File: config.mk
export PLATFORM = sky130hd
export DESIGN_NAME = rv_core_top
export DESIGN_NICKNAME = d
export VERILOG_FILES = /design/src/hw/rv_pkg.sv /design/src/hw/rv_fetch.sv /design/src/hw/rv_execute.sv /design/src/hw/rv_bus_master.sv /design/src/hw/rv_core_top.sv
export VERILOG_INCLUDE_DIRS = /design/src /design/src/include
export SDC_FILE = /design/constraint.sdc
export NUM_CORES = 2
export LEC_CHECK = 0
export ABC_CLOCK_PERIOD_IN_PS = 13430
export BUFFER_PORTS_ARGS = -buffer_cell sky130_fd_sc_hd__buf_2
export CORE_MARGIN = 2
export CORE_UTILIZATION = 44
export CTS_CLUSTER_DIAMETER = 150
export CTS_CLUSTER_SIZE = 14
export DETAILED_ROUTE_END_ITERATION = 7
export HOLD_SLACK_MARGIN = 0.12
export PLACE_DENSITY = 0.62
export SETUP_SLACK_MARGIN = 0.15
export SLEW_MARGIN = 10
export SYNTH_ARGS = -nofsm -noshare
export SYNTH_HDL_FRONTEND = slang
export SYNTH_SLANG_ARGS = --single-unit
File: constraint.sdc
create_clock -name clk -period 13.43 [get_ports clk]
set_input_delay 1.343 -clock clk [delete_from_list [all_inputs] [get_ports clk]]
set_output_delay 1.343 -clock clk [all_outputs]
set_load 0.01 [all_outputs]
File: src/include/rv_consts.svh
`ifndef RV_CONSTS_SVH
`define RV_CONSTS_SVH

// pc after reset
`define RV_RESET_PC 64'h0

// memory mapped devices
// keyboard data register
`define RV_KEY_BASE 64'h8000_0010
// terminal (art) data register
`define RV_ART_BASE 64'h8000_0000

// machine csr numbers
`define RV_CSR_MSTATUS 12'h300
`define RV_CSR_MIE     12'h304
`define RV_CSR_MIP     12'h344
`define RV_CSR_MTVEC   12'h305
`define RV_CSR_MCAUSE  12'h342

// csr bit positions
`define RV_MSTATUS_MIE_BIT 3
`define RV_MIE_MEIE_BIT    11
`define RV_MIP_MEIP_BIT    11

// interrupt flag in the top bit, code 11 = machine external
`define RV_MCAUSE_MEI 64'h8000_0000_0000_000b

// interrupt_vector code of the keyboard
`define RV_IRQ_KEYBOARD 4'd1

// major opcodes
`define RV_OPC_LUI    7'b0110111
`define RV_OPC_OP_IMM 7'b0010011
`define RV_OPC_OP     7'b0110011
`define RV_OPC_LOAD   7'b0000011
`define RV_OPC_STORE  7'b0100011
`define RV_OPC_SYSTEM 7'b1110011

// funct3 / funct7 values
`define RV_F3_ADD    3'b000
`define RV_F3_DOUBLE 3'b011
`define RV_F3_CSRRW  3'b001
`define RV_F3_CSRRS  3'b010
`define RV_F7_ADD    7'b0000000

`endif

File: src/hw/rv_pkg.sv
`include "rv_consts.svh"

package rv_pkg;

    // one integer register, or one bus doubleword
    typedef logic [63:0] xlen_t;

    // register file index, x0..x31
    typedef logic [4:0] reg_idx_t;

    // request from execute to the bus master
    // none means no request this cycle
    typedef enum logic [1:0] {
        bus_none  = 2'd0,
        bus_load  = 2'd1,
        bus_store = 2'd2
    } bus_op_e;

    // major opcodes, bits [6:0] of the instruction word
    // only the groups the core decodes are listed
    // any other value falls through as a no-op
    typedef enum logic [6:0] {
        // lui rd, imm
        opc_lui    = `RV_OPC_LUI,
        // addi and friends
        opc_op_imm = `RV_OPC_OP_IMM,
        // add and friends
        opc_op     = `RV_OPC_OP,
        // ld
        opc_load   = `RV_OPC_LOAD,
        // sd
        opc_store  = `RV_OPC_STORE,
        // csrrw, csrrs
        opc_system = `RV_OPC_SYSTEM
    } opcode_e;

endpackage

File: src/hw/rv_fetch.sv
`include "rv_consts.svh"

module rv_fetch (
    input  logic          clk,
    input  logic          reset,
    input  logic [31:0]   instruction,
    input  logic          stall,
    output rv_pkg::xlen_t pc,
    output logic [31:0]   ir,
    output logic          ir_valid,
    output logic          heartbeat
);

    // pc and valid flag
    // both freeze while execute holds stall
    always_ff @(posedge clk or negedge reset) begin
        if (!reset) begin
            pc       <= `RV_RESET_PC;
            ir_valid <= 1'b0;
        end else if (!stall) begin
            // word at pc moves into ir this edge
            pc       <= pc + 64'd4;
            ir_valid <= 1'b1;
        end
    end

    // instruction register
    // contents only matter once ir_valid is set
    always_ff @(posedge clk) begin
        if (!stall) begin
            ir <= instruction;
        end
    end

    // liveness indicator
    // flips on every edge, stalled or not
    always_ff @(posedge clk or negedge reset) begin
        if (!reset) begin
            heartbeat <= 1'b0;
        end else begin
            heartbeat <= ~heartbeat;
        end
    end

endmodule

File: src/hw/rv_execute.sv
`include "rv_consts.svh"

module rv_execute (
    input  logic               clk,
    input  logic               reset,
    input  logic [31:0]        ir,
    input  logic               ir_valid,
    input  logic [3:0]         interrupt_vector,
    input  logic               busy,
    input  logic               load_done,
    input  rv_pkg::reg_idx_t   load_rd,
    input  rv_pkg::xlen_t      load_data,
    input  logic               irq_taken,
    output logic               stall,
    output rv_pkg::bus_op_e    req_op,
    output rv_pkg::xlen_t      req_adr,
    output rv_pkg::xlen_t      req_wdata,
    output rv_pkg::reg_idx_t   req_rd,
    output logic               irq_ok
);

    import rv_pkg::*;

    // instruction fields
    opcode_e     opcode;
    logic [2:0]  funct3;
    logic [6:0]  funct7;
    reg_idx_t    rd;
    reg_idx_t    rs1;
    reg_idx_t    rs2;
    logic [11:0] csr_addr;
    xlen_t       imm_u;
    xlen_t       imm_i;
    xlen_t       imm_s;

    // decoded instruction kind
    logic is_lui;
    logic is_addi;
    logic is_add;
    logic is_ld;
    logic is_sd;
    logic is_csrrw;
    logic is_csrrs;
    logic mem_op;

    // x1..x31, x0 is never stored
    xlen_t regs [1:31];
    xlen_t rs1_val;
    xlen_t rs2_val;
    logic  rd_we;
    xlen_t rd_wdata;

    // csr file
    xlen_t mstatus;
    xlen_t mie;
    xlen_t mip;
    xlen_t mtvec;
    xlen_t mcause;
    xlen_t csr_rdata;
    xlen_t csr_wdata;
    logic  csr_we;

    // bus request already handed to the bus master
    logic issued;
    logic retire;

    assign opcode   = opcode_e'(ir[6:0]);
    assign rd       = ir[11:7];
    assign funct3   = ir[14:12];
    assign rs1      = ir[19:15];
    assign rs2      = ir[24:20];
    assign funct7   = ir[31:25];
    assign csr_addr = ir[31:20];

    // sign extended immediates
    assign imm_u = {{32{ir[31]}}, ir[31:12], 12'b0};
    assign imm_i = {{52{ir[31]}}, ir[31:20]};
    assign imm_s = {{52{ir[31]}}, ir[31:25], ir[11:7]};

    // decode, unknown words stay all zero and act as a no-op
    always_comb begin
        is_lui   = 1'b0;
        is_addi  = 1'b0;
        is_add   = 1'b0;
        is_ld    = 1'b0;
        is_sd    = 1'b0;
        is_csrrw = 1'b0;
        is_csrrs = 1'b0;
        if (ir_valid) begin
            case (opcode)
                opc_lui:    is_lui   = 1'b1;
                opc_op_imm: is_addi  = (funct3 == `RV_F3_ADD);
                opc_op:     is_add   = (funct3 == `RV_F3_ADD) && (funct7 == `RV_F7_ADD);
                opc_load:   is_ld    = (funct3 == `RV_F3_DOUBLE);
                opc_store:  is_sd    = (funct3 == `RV_F3_DOUBLE);
                opc_system: begin
                    is_csrrw = (funct3 == `RV_F3_CSRRW);
                    is_csrrs = (funct3 == `RV_F3_CSRRS);
                end
                default: ;
            endcase
        end
    end

    assign mem_op = is_ld || is_sd;

    // register reads, x0 reads zero
    assign rs1_val = (rs1 == 5'd0) ? '0 : regs[rs1];
    assign rs2_val = (rs2 == 5'd0) ? '0 : regs[rs2];

    // issue once, then wait for the bus master to finish
    assign req_op    = (mem_op && !issued && !busy) ? (is_ld ? bus_load : bus_store) : bus_none;
    assign req_adr   = rs1_val + (is_sd ? imm_s : imm_i);
    assign req_wdata = rs2_val;
    assign req_rd    = rd;

    // hold fetch while a request waits or the bus is working
    assign stall  = (mem_op && !issued) || busy;
    assign retire = ir_valid && !stall;

    always_ff @(posedge clk or negedge reset) begin
        if (!reset) begin
            issued <= 1'b0;
        end else if (req_op != bus_none) begin
            issued <= 1'b1;
        end else if (!stall) begin
            // ir moves on, next instruction starts fresh
            issued <= 1'b0;
        end
    end

    // result of the instruction in ir
    assign rd_we = is_lui || is_addi || is_add || is_csrrw || is_csrrs;

    always_comb begin
        if (is_lui) begin
            rd_wdata = imm_u;
        end else if (is_addi) begin
            rd_wdata = rs1_val + imm_i;
        end else if (is_add) begin
            rd_wdata = rs1_val + rs2_val;
        end else begin
            // csr instructions return the old csr value
            rd_wdata = csr_rdata;
        end
    end

    // one write port, load return or retiring instruction
    // an ld still sits in ir during load_done so the two never meet
    always_ff @(posedge clk) begin
        if (load_done && (load_rd != 5'd0)) begin
            regs[load_rd] <= load_data;
        end else if (retire && rd_we && (rd != 5'd0)) begin
            regs[rd] <= rd_wdata;
        end
    end

    // external interrupt pending while the keyboard code is present
    always_comb begin
        mip = '0;
        mip[`RV_MIP_MEIP_BIT] = (interrupt_vector == `RV_IRQ_KEYBOARD);
    end

    always_comb begin
        case (csr_addr)
            `RV_CSR_MSTATUS: csr_rdata = mstatus;
            `RV_CSR_MIE:     csr_rdata = mie;
            `RV_CSR_MIP:     csr_rdata = mip;
            `RV_CSR_MTVEC:   csr_rdata = mtvec;
            `RV_CSR_MCAUSE:  csr_rdata = mcause;
            default:         csr_rdata = '0;
        endcase
    end

    // csrrs with rs1 = x0 only reads
    assign csr_wdata = is_csrrw ? rs1_val : (csr_rdata | rs1_val);
    assign csr_we    = retire && (is_csrrw || (is_csrrs && (rs1 != 5'd0)));

    always_ff @(posedge clk or negedge reset) begin
        if (!reset) begin
            mstatus <= '0;
            mie     <= '0;
            mtvec   <= '0;
            mcause  <= '0;
        end else begin
            if (csr_we) begin
                // mip and unknown numbers drop the write
                case (csr_addr)
                    `RV_CSR_MSTATUS: mstatus <= csr_wdata;
                    `RV_CSR_MIE:     mie     <= csr_wdata;
                    `RV_CSR_MTVEC:   mtvec   <= csr_wdata;
                    `RV_CSR_MCAUSE:  mcause  <= csr_wdata;
                    default: ;
                endcase
            end
            // serviced interrupt records its cause
            if (irq_taken) begin
                mcause <= `RV_MCAUSE_MEI;
            end
        end
    end

    // global and external enable, the bus master decides the rest
    assign irq_ok = mstatus[`RV_MSTATUS_MIE_BIT] && mie[`RV_MIE_MEIE_BIT];

endmodule

File: src/hw/rv_bus_master.sv
`include "rv_consts.svh"

module rv_bus_master (
    input  logic             clk,
    input  logic             reset,
    input  rv_pkg::bus_op_e  req_op,
    input  rv_pkg::xlen_t    req_adr,
    input  rv_pkg::xlen_t    req_wdata,
    input  rv_pkg::reg_idx_t req_rd,
    input  logic             irq_ok,
    input  logic [3:0]       interrupt_vector,
    output logic             busy,
    output logic             load_done,
    output rv_pkg::reg_idx_t load_rd,
    output rv_pkg::xlen_t    load_data,
    output logic             irq_taken,
    output logic             interrupt_done,
    output logic             wb_cyc,
    output logic             wb_stb,
    output logic             wb_we,
    output rv_pkg::xlen_t    wb_adr,
    output logic [7:0]       wb_sel,
    output rv_pkg::xlen_t    wb_dat_w,
    input  rv_pkg::xlen_t    wb_dat_r,
    input  logic             wb_ack
);

    import rv_pkg::*;

    typedef enum logic [1:0] {
        st_idle,
        st_core,
        st_key_rd,
        st_art_wr
    } state_e;

    state_e state;

    logic start_core;
    logic take_irq;
    logic core_ack;
    logic key_ack;
    logic art_start;
    logic art_ack;

    // requests win over the interrupt in the same cycle
    assign start_core = (state == st_idle) && (req_op != bus_none);
    assign take_irq   = (state == st_idle) && (req_op == bus_none) && irq_ok &&
                        (interrupt_vector == `RV_IRQ_KEYBOARD);

    // ack only counts while the cycle is open
    assign core_ack  = (state == st_core) && wb_cyc && wb_ack;
    assign key_ack   = (state == st_key_rd) && wb_cyc && wb_ack;
    // one idle cycle between the key read and the art write
    assign art_start = (state == st_art_wr) && !wb_cyc;
    assign art_ack   = (state == st_art_wr) && wb_cyc && wb_ack;

    assign busy   = (state != st_idle);
    // doubleword accesses only
    assign wb_sel = 8'hff;

    always_ff @(posedge clk or negedge reset) begin
        if (!reset) begin
            state          <= st_idle;
            wb_cyc         <= 1'b0;
            wb_stb         <= 1'b0;
            wb_we          <= 1'b0;
            load_done      <= 1'b0;
            irq_taken      <= 1'b0;
            interrupt_done <= 1'b0;
        end else begin
            // single cycle pulses
            load_done      <= 1'b0;
            irq_taken      <= 1'b0;
            interrupt_done <= 1'b0;
            if (start_core) begin
                state  <= st_core;
                wb_cyc <= 1'b1;
                wb_stb <= 1'b1;
                wb_we  <= (req_op == bus_store);
            end else if (take_irq) begin
                // copy starts with the keyboard read
                state  <= st_key_rd;
                wb_cyc <= 1'b1;
                wb_stb <= 1'b1;
                wb_we  <= 1'b0;
            end else if (core_ack) begin
                state     <= st_idle;
                wb_cyc    <= 1'b0;
                wb_stb    <= 1'b0;
                load_done <= !wb_we;
            end else if (key_ack) begin
                state  <= st_art_wr;
                wb_cyc <= 1'b0;
                wb_stb <= 1'b0;
                wb_we  <= 1'b1;
            end else if (art_start) begin
                wb_cyc <= 1'b1;
                wb_stb <= 1'b1;
            end else if (art_ack) begin
                // copy finished, report to execute and outside
                state          <= st_idle;
                wb_cyc         <= 1'b0;
                wb_stb         <= 1'b0;
                irq_taken      <= 1'b1;
                interrupt_done <= 1'b1;
            end
        end
    end

    // address, write data and load return
    always_ff @(posedge clk) begin
        if (start_core) begin
            wb_adr   <= req_adr;
            wb_dat_w <= req_wdata;
            load_rd  <= req_rd;
        end else if (take_irq) begin
            wb_adr <= `RV_KEY_BASE;
        end else if (key_ack) begin
            // keyboard value goes straight back out to the terminal
            wb_adr   <= `RV_ART_BASE;
            wb_dat_w <= wb_dat_r;
        end
        if (core_ack) begin
            load_data <= wb_dat_r;
        end
    end

endmodule

File: src/hw/rv_core_top.sv
module rv_core_top (
    input  logic          clk,
    input  logic          reset,
    input  logic [31:0]   instruction,
    output rv_pkg::xlen_t pc,
    input  logic [3:0]    interrupt_vector,
    output logic          interrupt_done,
    output logic          heartbeat,
    output logic          wb_cyc,
    output logic          wb_stb,
    output logic          wb_we,
    output rv_pkg::xlen_t wb_adr,
    output logic [7:0]    wb_sel,
    output rv_pkg::xlen_t wb_dat_w,
    input  rv_pkg::xlen_t wb_dat_r,
    input  logic          wb_ack
);

    import rv_pkg::*;

    // fetch <-> execute
    logic [31:0] ir;
    logic        ir_valid;
    logic        stall;

    // execute -> bus master
    bus_op_e  req_op;
    xlen_t    req_adr;
    xlen_t    req_wdata;
    reg_idx_t req_rd;
    logic     irq_ok;

    // bus master -> execute
    logic     busy;
    logic     load_done;
    reg_idx_t load_rd;
    xlen_t    load_data;
    logic     irq_taken;

    rv_fetch u_fetch (
        .clk         (clk),
        .reset       (reset),
        .instruction (instruction),
        .stall       (stall),
        .pc          (pc),
        .ir          (ir),
        .ir_valid    (ir_valid),
        .heartbeat   (heartbeat)
    );

    rv_execute u_execute (
        .clk              (clk),
        .reset            (reset),
        .ir               (ir),
        .ir_valid         (ir_valid),
        .interrupt_vector (interrupt_vector),
        .busy             (busy),
        .load_done        (load_done),
        .load_rd          (load_rd),
        .load_data        (load_data),
        .irq_taken        (irq_taken),
        .stall            (stall),
        .req_op           (req_op),
        .req_adr          (req_adr),
        .req_wdata        (req_wdata),
        .req_rd           (req_rd),
        .irq_ok           (irq_ok)
    );

    rv_bus_master u_bus_master (
        .clk              (clk),
        .reset            (reset),
        .req_op           (req_op),
        .req_adr          (req_adr),
        .req_wdata        (req_wdata),
        .req_rd           (req_rd),
        .irq_ok           (irq_ok),
        .interrupt_vector (interrupt_vector),
        .busy             (busy),
        .load_done        (load_done),
        .load_rd          (load_rd),
        .load_data        (load_data),
        .irq_taken        (irq_taken),
        .interrupt_done   (interrupt_done),
        .wb_cyc           (wb_cyc),
        .wb_stb           (wb_stb),
        .wb_we            (wb_we),
        .wb_adr           (wb_adr),
        .wb_sel           (wb_sel),
        .wb_dat_w         (wb_dat_w),
        .wb_dat_r         (wb_dat_r),
        .wb_ack           (wb_ack)
    );

endmodule

==> flow_metrics.tcl <==
set metrics [dict create \
    setup_ws_ns 3.81 \
    synthArstFlopShare_pct 12.8 \
    rsz0062_at_grt "false" \
    ys_ff_latch 2550 \
    core_region_area_um2 288000 \
    vdd_drop_max_mv 0.103 \
    crit_path_end_kind "flip-flop" \
    hold_class "reg -> reg" \
    drive_gt1_share_pct 23.9 \
    cts_buffer_depth 4 \
    final_util_pct 48.5 \
    postCtsSetupRepairBufs 0 \
    ff2ff_path_depth 18 \
    yosysSeqAreaShare_pct 58.6 \
    p_leak_nw 47.4 \
    crit_type "reg -> reg" \
    floorplan.initialDensity_pct 44.3 \
    via_count 87116 \
    path_clk_slew_ns 0.07 \
    top_layer_used "met5" \
    post-place-cells 12284 \
    synth_edf_count 2213 \
    synth_area_um2 128000 \
    setup_viol 0 \
    fill_cells 24288 \
    clock_skew_ns 0.107 \
    r2r-end "u_execute.regs[7][59]" \
    hold_path.startpoint "u_fetch.heartbeat" \
    drcViolationCount 0 \
    io_buffers 297 \
    clkSinkCount 2550 \
    cp-start-kind "flip-flop" \
    setup_tns_ns 0 \
    crit_fanout 94 \
    pre_cts_ws_ns 4.09 \
    powerDensity_nw_per_um2 120 \
    slew_viol_final 1 \
    status "complete, but fails checks" \
    synth_cells 8520 \
    final-hold-violation-count 0 \
    met1_length_mm 182 \
    violations "capacitance limit, slew limit" \
    fmax_mhz 104 \
    cap_violations 1 \
    io_pins 308 \
    htreeDepth 4 \
    antenna_left 0 \
    met3WireLength_mm 53.4 \
    synth_warnings 0 \
    initialDrtViolationCount 12818 \
    multi_input_area_um2 50200 \
    worstPathRequired_ns 13.93 \
    power_mw 16.8 \
    grt_pass1_wl_mm 669 \
    synth_top_flop_cell "edfxtp_1" \
    fin_cells 12603 \
    clock-root-buffer "clkbuf_16" \
    nets 8878 \
    worstPathArrival_ns 10.12 \
    cts_resized 0 \
    wirelength_mm 488 \
    synthToLayoutAreaGrowth_pct 9.47 \
    grt_pass1_vias 84004 \
    max-slew-margin-rel_pct -2.01 \
    vias_per_cell 6.91 \
    min_path_cells 1 \
    cts_tree "yes" \
    worst_pin_slew_ns 1.49 \
    fp.dieW_um 543 \
    ff_latch_area_um2 74900 \
    hpwlAfterDp_mm 314 \
    clk_latency_ns 0.95 \
    drtPass1Iterations 6 \
    hold_buffers 0 \
    grt.overflow.total 0 \
    met2_length_mm 217 \
    final.period_utilization_pct 71.6 \
    gp_congestion 1.03 \
    grt_usage_pct 32.6 \
    avgSynthCellArea_um2 15.0 \
    fin_crit_ns 9.62 \
    die_h_um 543 \
    antenna_found_initial 19 \
    die_area_um2 294000 \
    grt_max_degree 138 \
    wl_per_cell_um 38.7 \
    rrSetupSlack_ns 3.81 \
    holdPathEnd "u_fetch.heartbeat" \
    rows 197 \
    numCtsBuffers 209 \
    synth_cell_types 116 \
]
-- layout by cell type (no fill, tap or decap), types with 36 or more instances in the layout --
| cell | count |
|---|---|
| dfrtp_1 | 327 |
| a21o_1 | 56 |
| a31oi_1 | 38 |
| and3_1 | 42 |
| mux4_2 | 978 |
| nor2_4 | 36 |
| a211oi_1 | 111 |
| nand3_1 | 108 |
| mux2i_1 | 344 |
| a221oi_1 | 39 |
| nor2_1 | 500 |
| o22ai_1 | 49 |
| buf_2 | 296 |
| ha_1 | 54 |
| a21oi_1 | 382 |
| clkbuf_16 | 210 |
| a22oi_1 | 108 |
| a22o_1 | 56 |
| and2_1 | 43 |
| buf_4 | 258 |
| o21ai_0 | 352 |
| xnor2_1 | 216 |
| nor2b_1 | 50 |
| nor3_1 | 65 |
| nand4_1 | 39 |
| inv_1 | 72 |
| nand2b_1 | 51 |
| clkbuf_1 | 88 |
| xor2_1 | 93 |
| mux2_2 | 116 |
| edfxtp_1 | 2213 |
| nand2_1 | 777 |
-- worst max-delay path by stage --
stage | from | to | slack [ns]
3_5_place_dp | flip-flop | u_execute.regs[23][59] | 4.09
4_1_cts | flip-flop | u_execute.regs[5][59] | 3.98
2_1_floorplan | flip-flop | u_execute.regs[10][28] | 4.45
3_3_place_gp | flip-flop | u_execute.regs[22][59] | 4.11
5_1_grt | flip-flop | u_execute.regs[7][59] | 3.60
6_report | flip-flop | u_execute.regs[7][59] | 3.81
-- power breakdown --
part           leakage (nW)  internal, mW  switching (mW)  total, mW
Combinational          20.2         0.859            1.59       2.45
Clock                  2.77          2.87            2.88       5.75
Sequential             24.4          8.53          0.0539       8.59
-- sequential cells by signal, indices dropped and copies added, names as in the netlist, named ones only --
signal and count:
u_execute.mie 64, u_fetch.pc 62, u_bus_master.load_rd 5, u_bus_master.load_data 64, u_fetch.ir_valid 1, u_bus_master.load_done 1, u_bus_master.irq_taken 1, u_execute.mstatus 64
u_fetch.ir 32, u_bus_master.wb_we 1, u_execute.issued 1, u_execute.regs 1984, u_execute.mcause 64, u_bus_master.wb_dat_w 64, u_bus_master.wb_cyc 1, u_fetch.heartbeat 1
u_bus_master.state 2, u_bus_master.wb_adr 64, u_execute.mtvec 64
-- synth_stat cells (all sizes together), types with 10 or more instances --
library cell  count  area [um2]
edfxtp         2213       66500
mux4            979       22100
nand2           782        2940
nor2            539        2030
o21ai           402        2010
a21oi           395        1990
mux2i           345        3460
dfrtp           327        8180
buf             302        2120
clkbuf          295        1110
xnor2           217        1910
mux2            117        1320
a211oi          112         846
a22oi           112         856
nand3           110         556
xor2             93         815
inv              77         289
nor3             67         340
a21o             56         420
a22o             56         490
ha               54         676
nand2b           52         325
o22ai            51         332
nor2b            50         313
a31oi            46         294
and2             46         288
and3             45         282
o31ai            43         333
a221oi           39         342
nand4            39         244
a211o            33         289
maj3             32         323
or2              32         200
or3              30         188
nor4             26         188
o21bai           26         195
o211ai           24         180
a21boi           19         154
o221ai           15         138
o32ai            14         175
a41oi            12         105
o31a             12         105
or4              11        86.3
and4             10        87.6
dfxtp            10         200
-- layout make-up --
cell class	instances	area share [%]
diodes	7	0.0125
clock buffers	298	4.00
clock inverters	10	0.127
inverters	77	0.218
multi-input cells	5304	36.0
flip-flops and latches	2550	53.6
well taps	3781	3.38
repair buffers	576	2.74
-- through the flow --
step	cell area [um2]	hold slack, ns
floorplan	128000	0.449
global placement	134000	0.400
detailed placement	134000	0.404
CTS	140000	0.413
global route	140000	0.453
finish	140000	0.410
-- per-layer routing --
metal	GRT usage, %	up-vias
li1	-	34259
met1	43.5	45639
met2	48.8	6040
met3	6.71	1170
met4	20.3	8
met5	0	-
-- worst max-delay path, stage by stage, from the launching register on --
cell and delay (ns):
dfxtp_4 0.68, buf_12 0.47, buf_12 0.43, mux4_2 0.56
mux2i_1 0.21, a22o_1 0.38, a21o_1 0.38, a21oi_1 0.11
o21bai_1 0.20, a21o_1 0.20, a21oi_1 0.41, o21ai_0 0.38
a21oi_1 0.47, o21ai_1 0.40, a21boi_0 1.01, o21ai_1 0.21
xnor2_1 0.22, a2111oi_0 0.93, a22o_1 1.08
-- cell families after synthesis --
kind of cell / after synthesis / share of synthesized area [%]
flops: 2550 / 58.6
simple gates: 1868 / 6.52
compound gates: 1586 / 8.13
mux: 1441 / 21.0
buf+inv: 674 / 2.75
xor+xnor: 310 / 2.13
fa+ha+maj: 89 / 0.829
other cells: 2 / 0.00588
(Power assumes the default switching activity.)
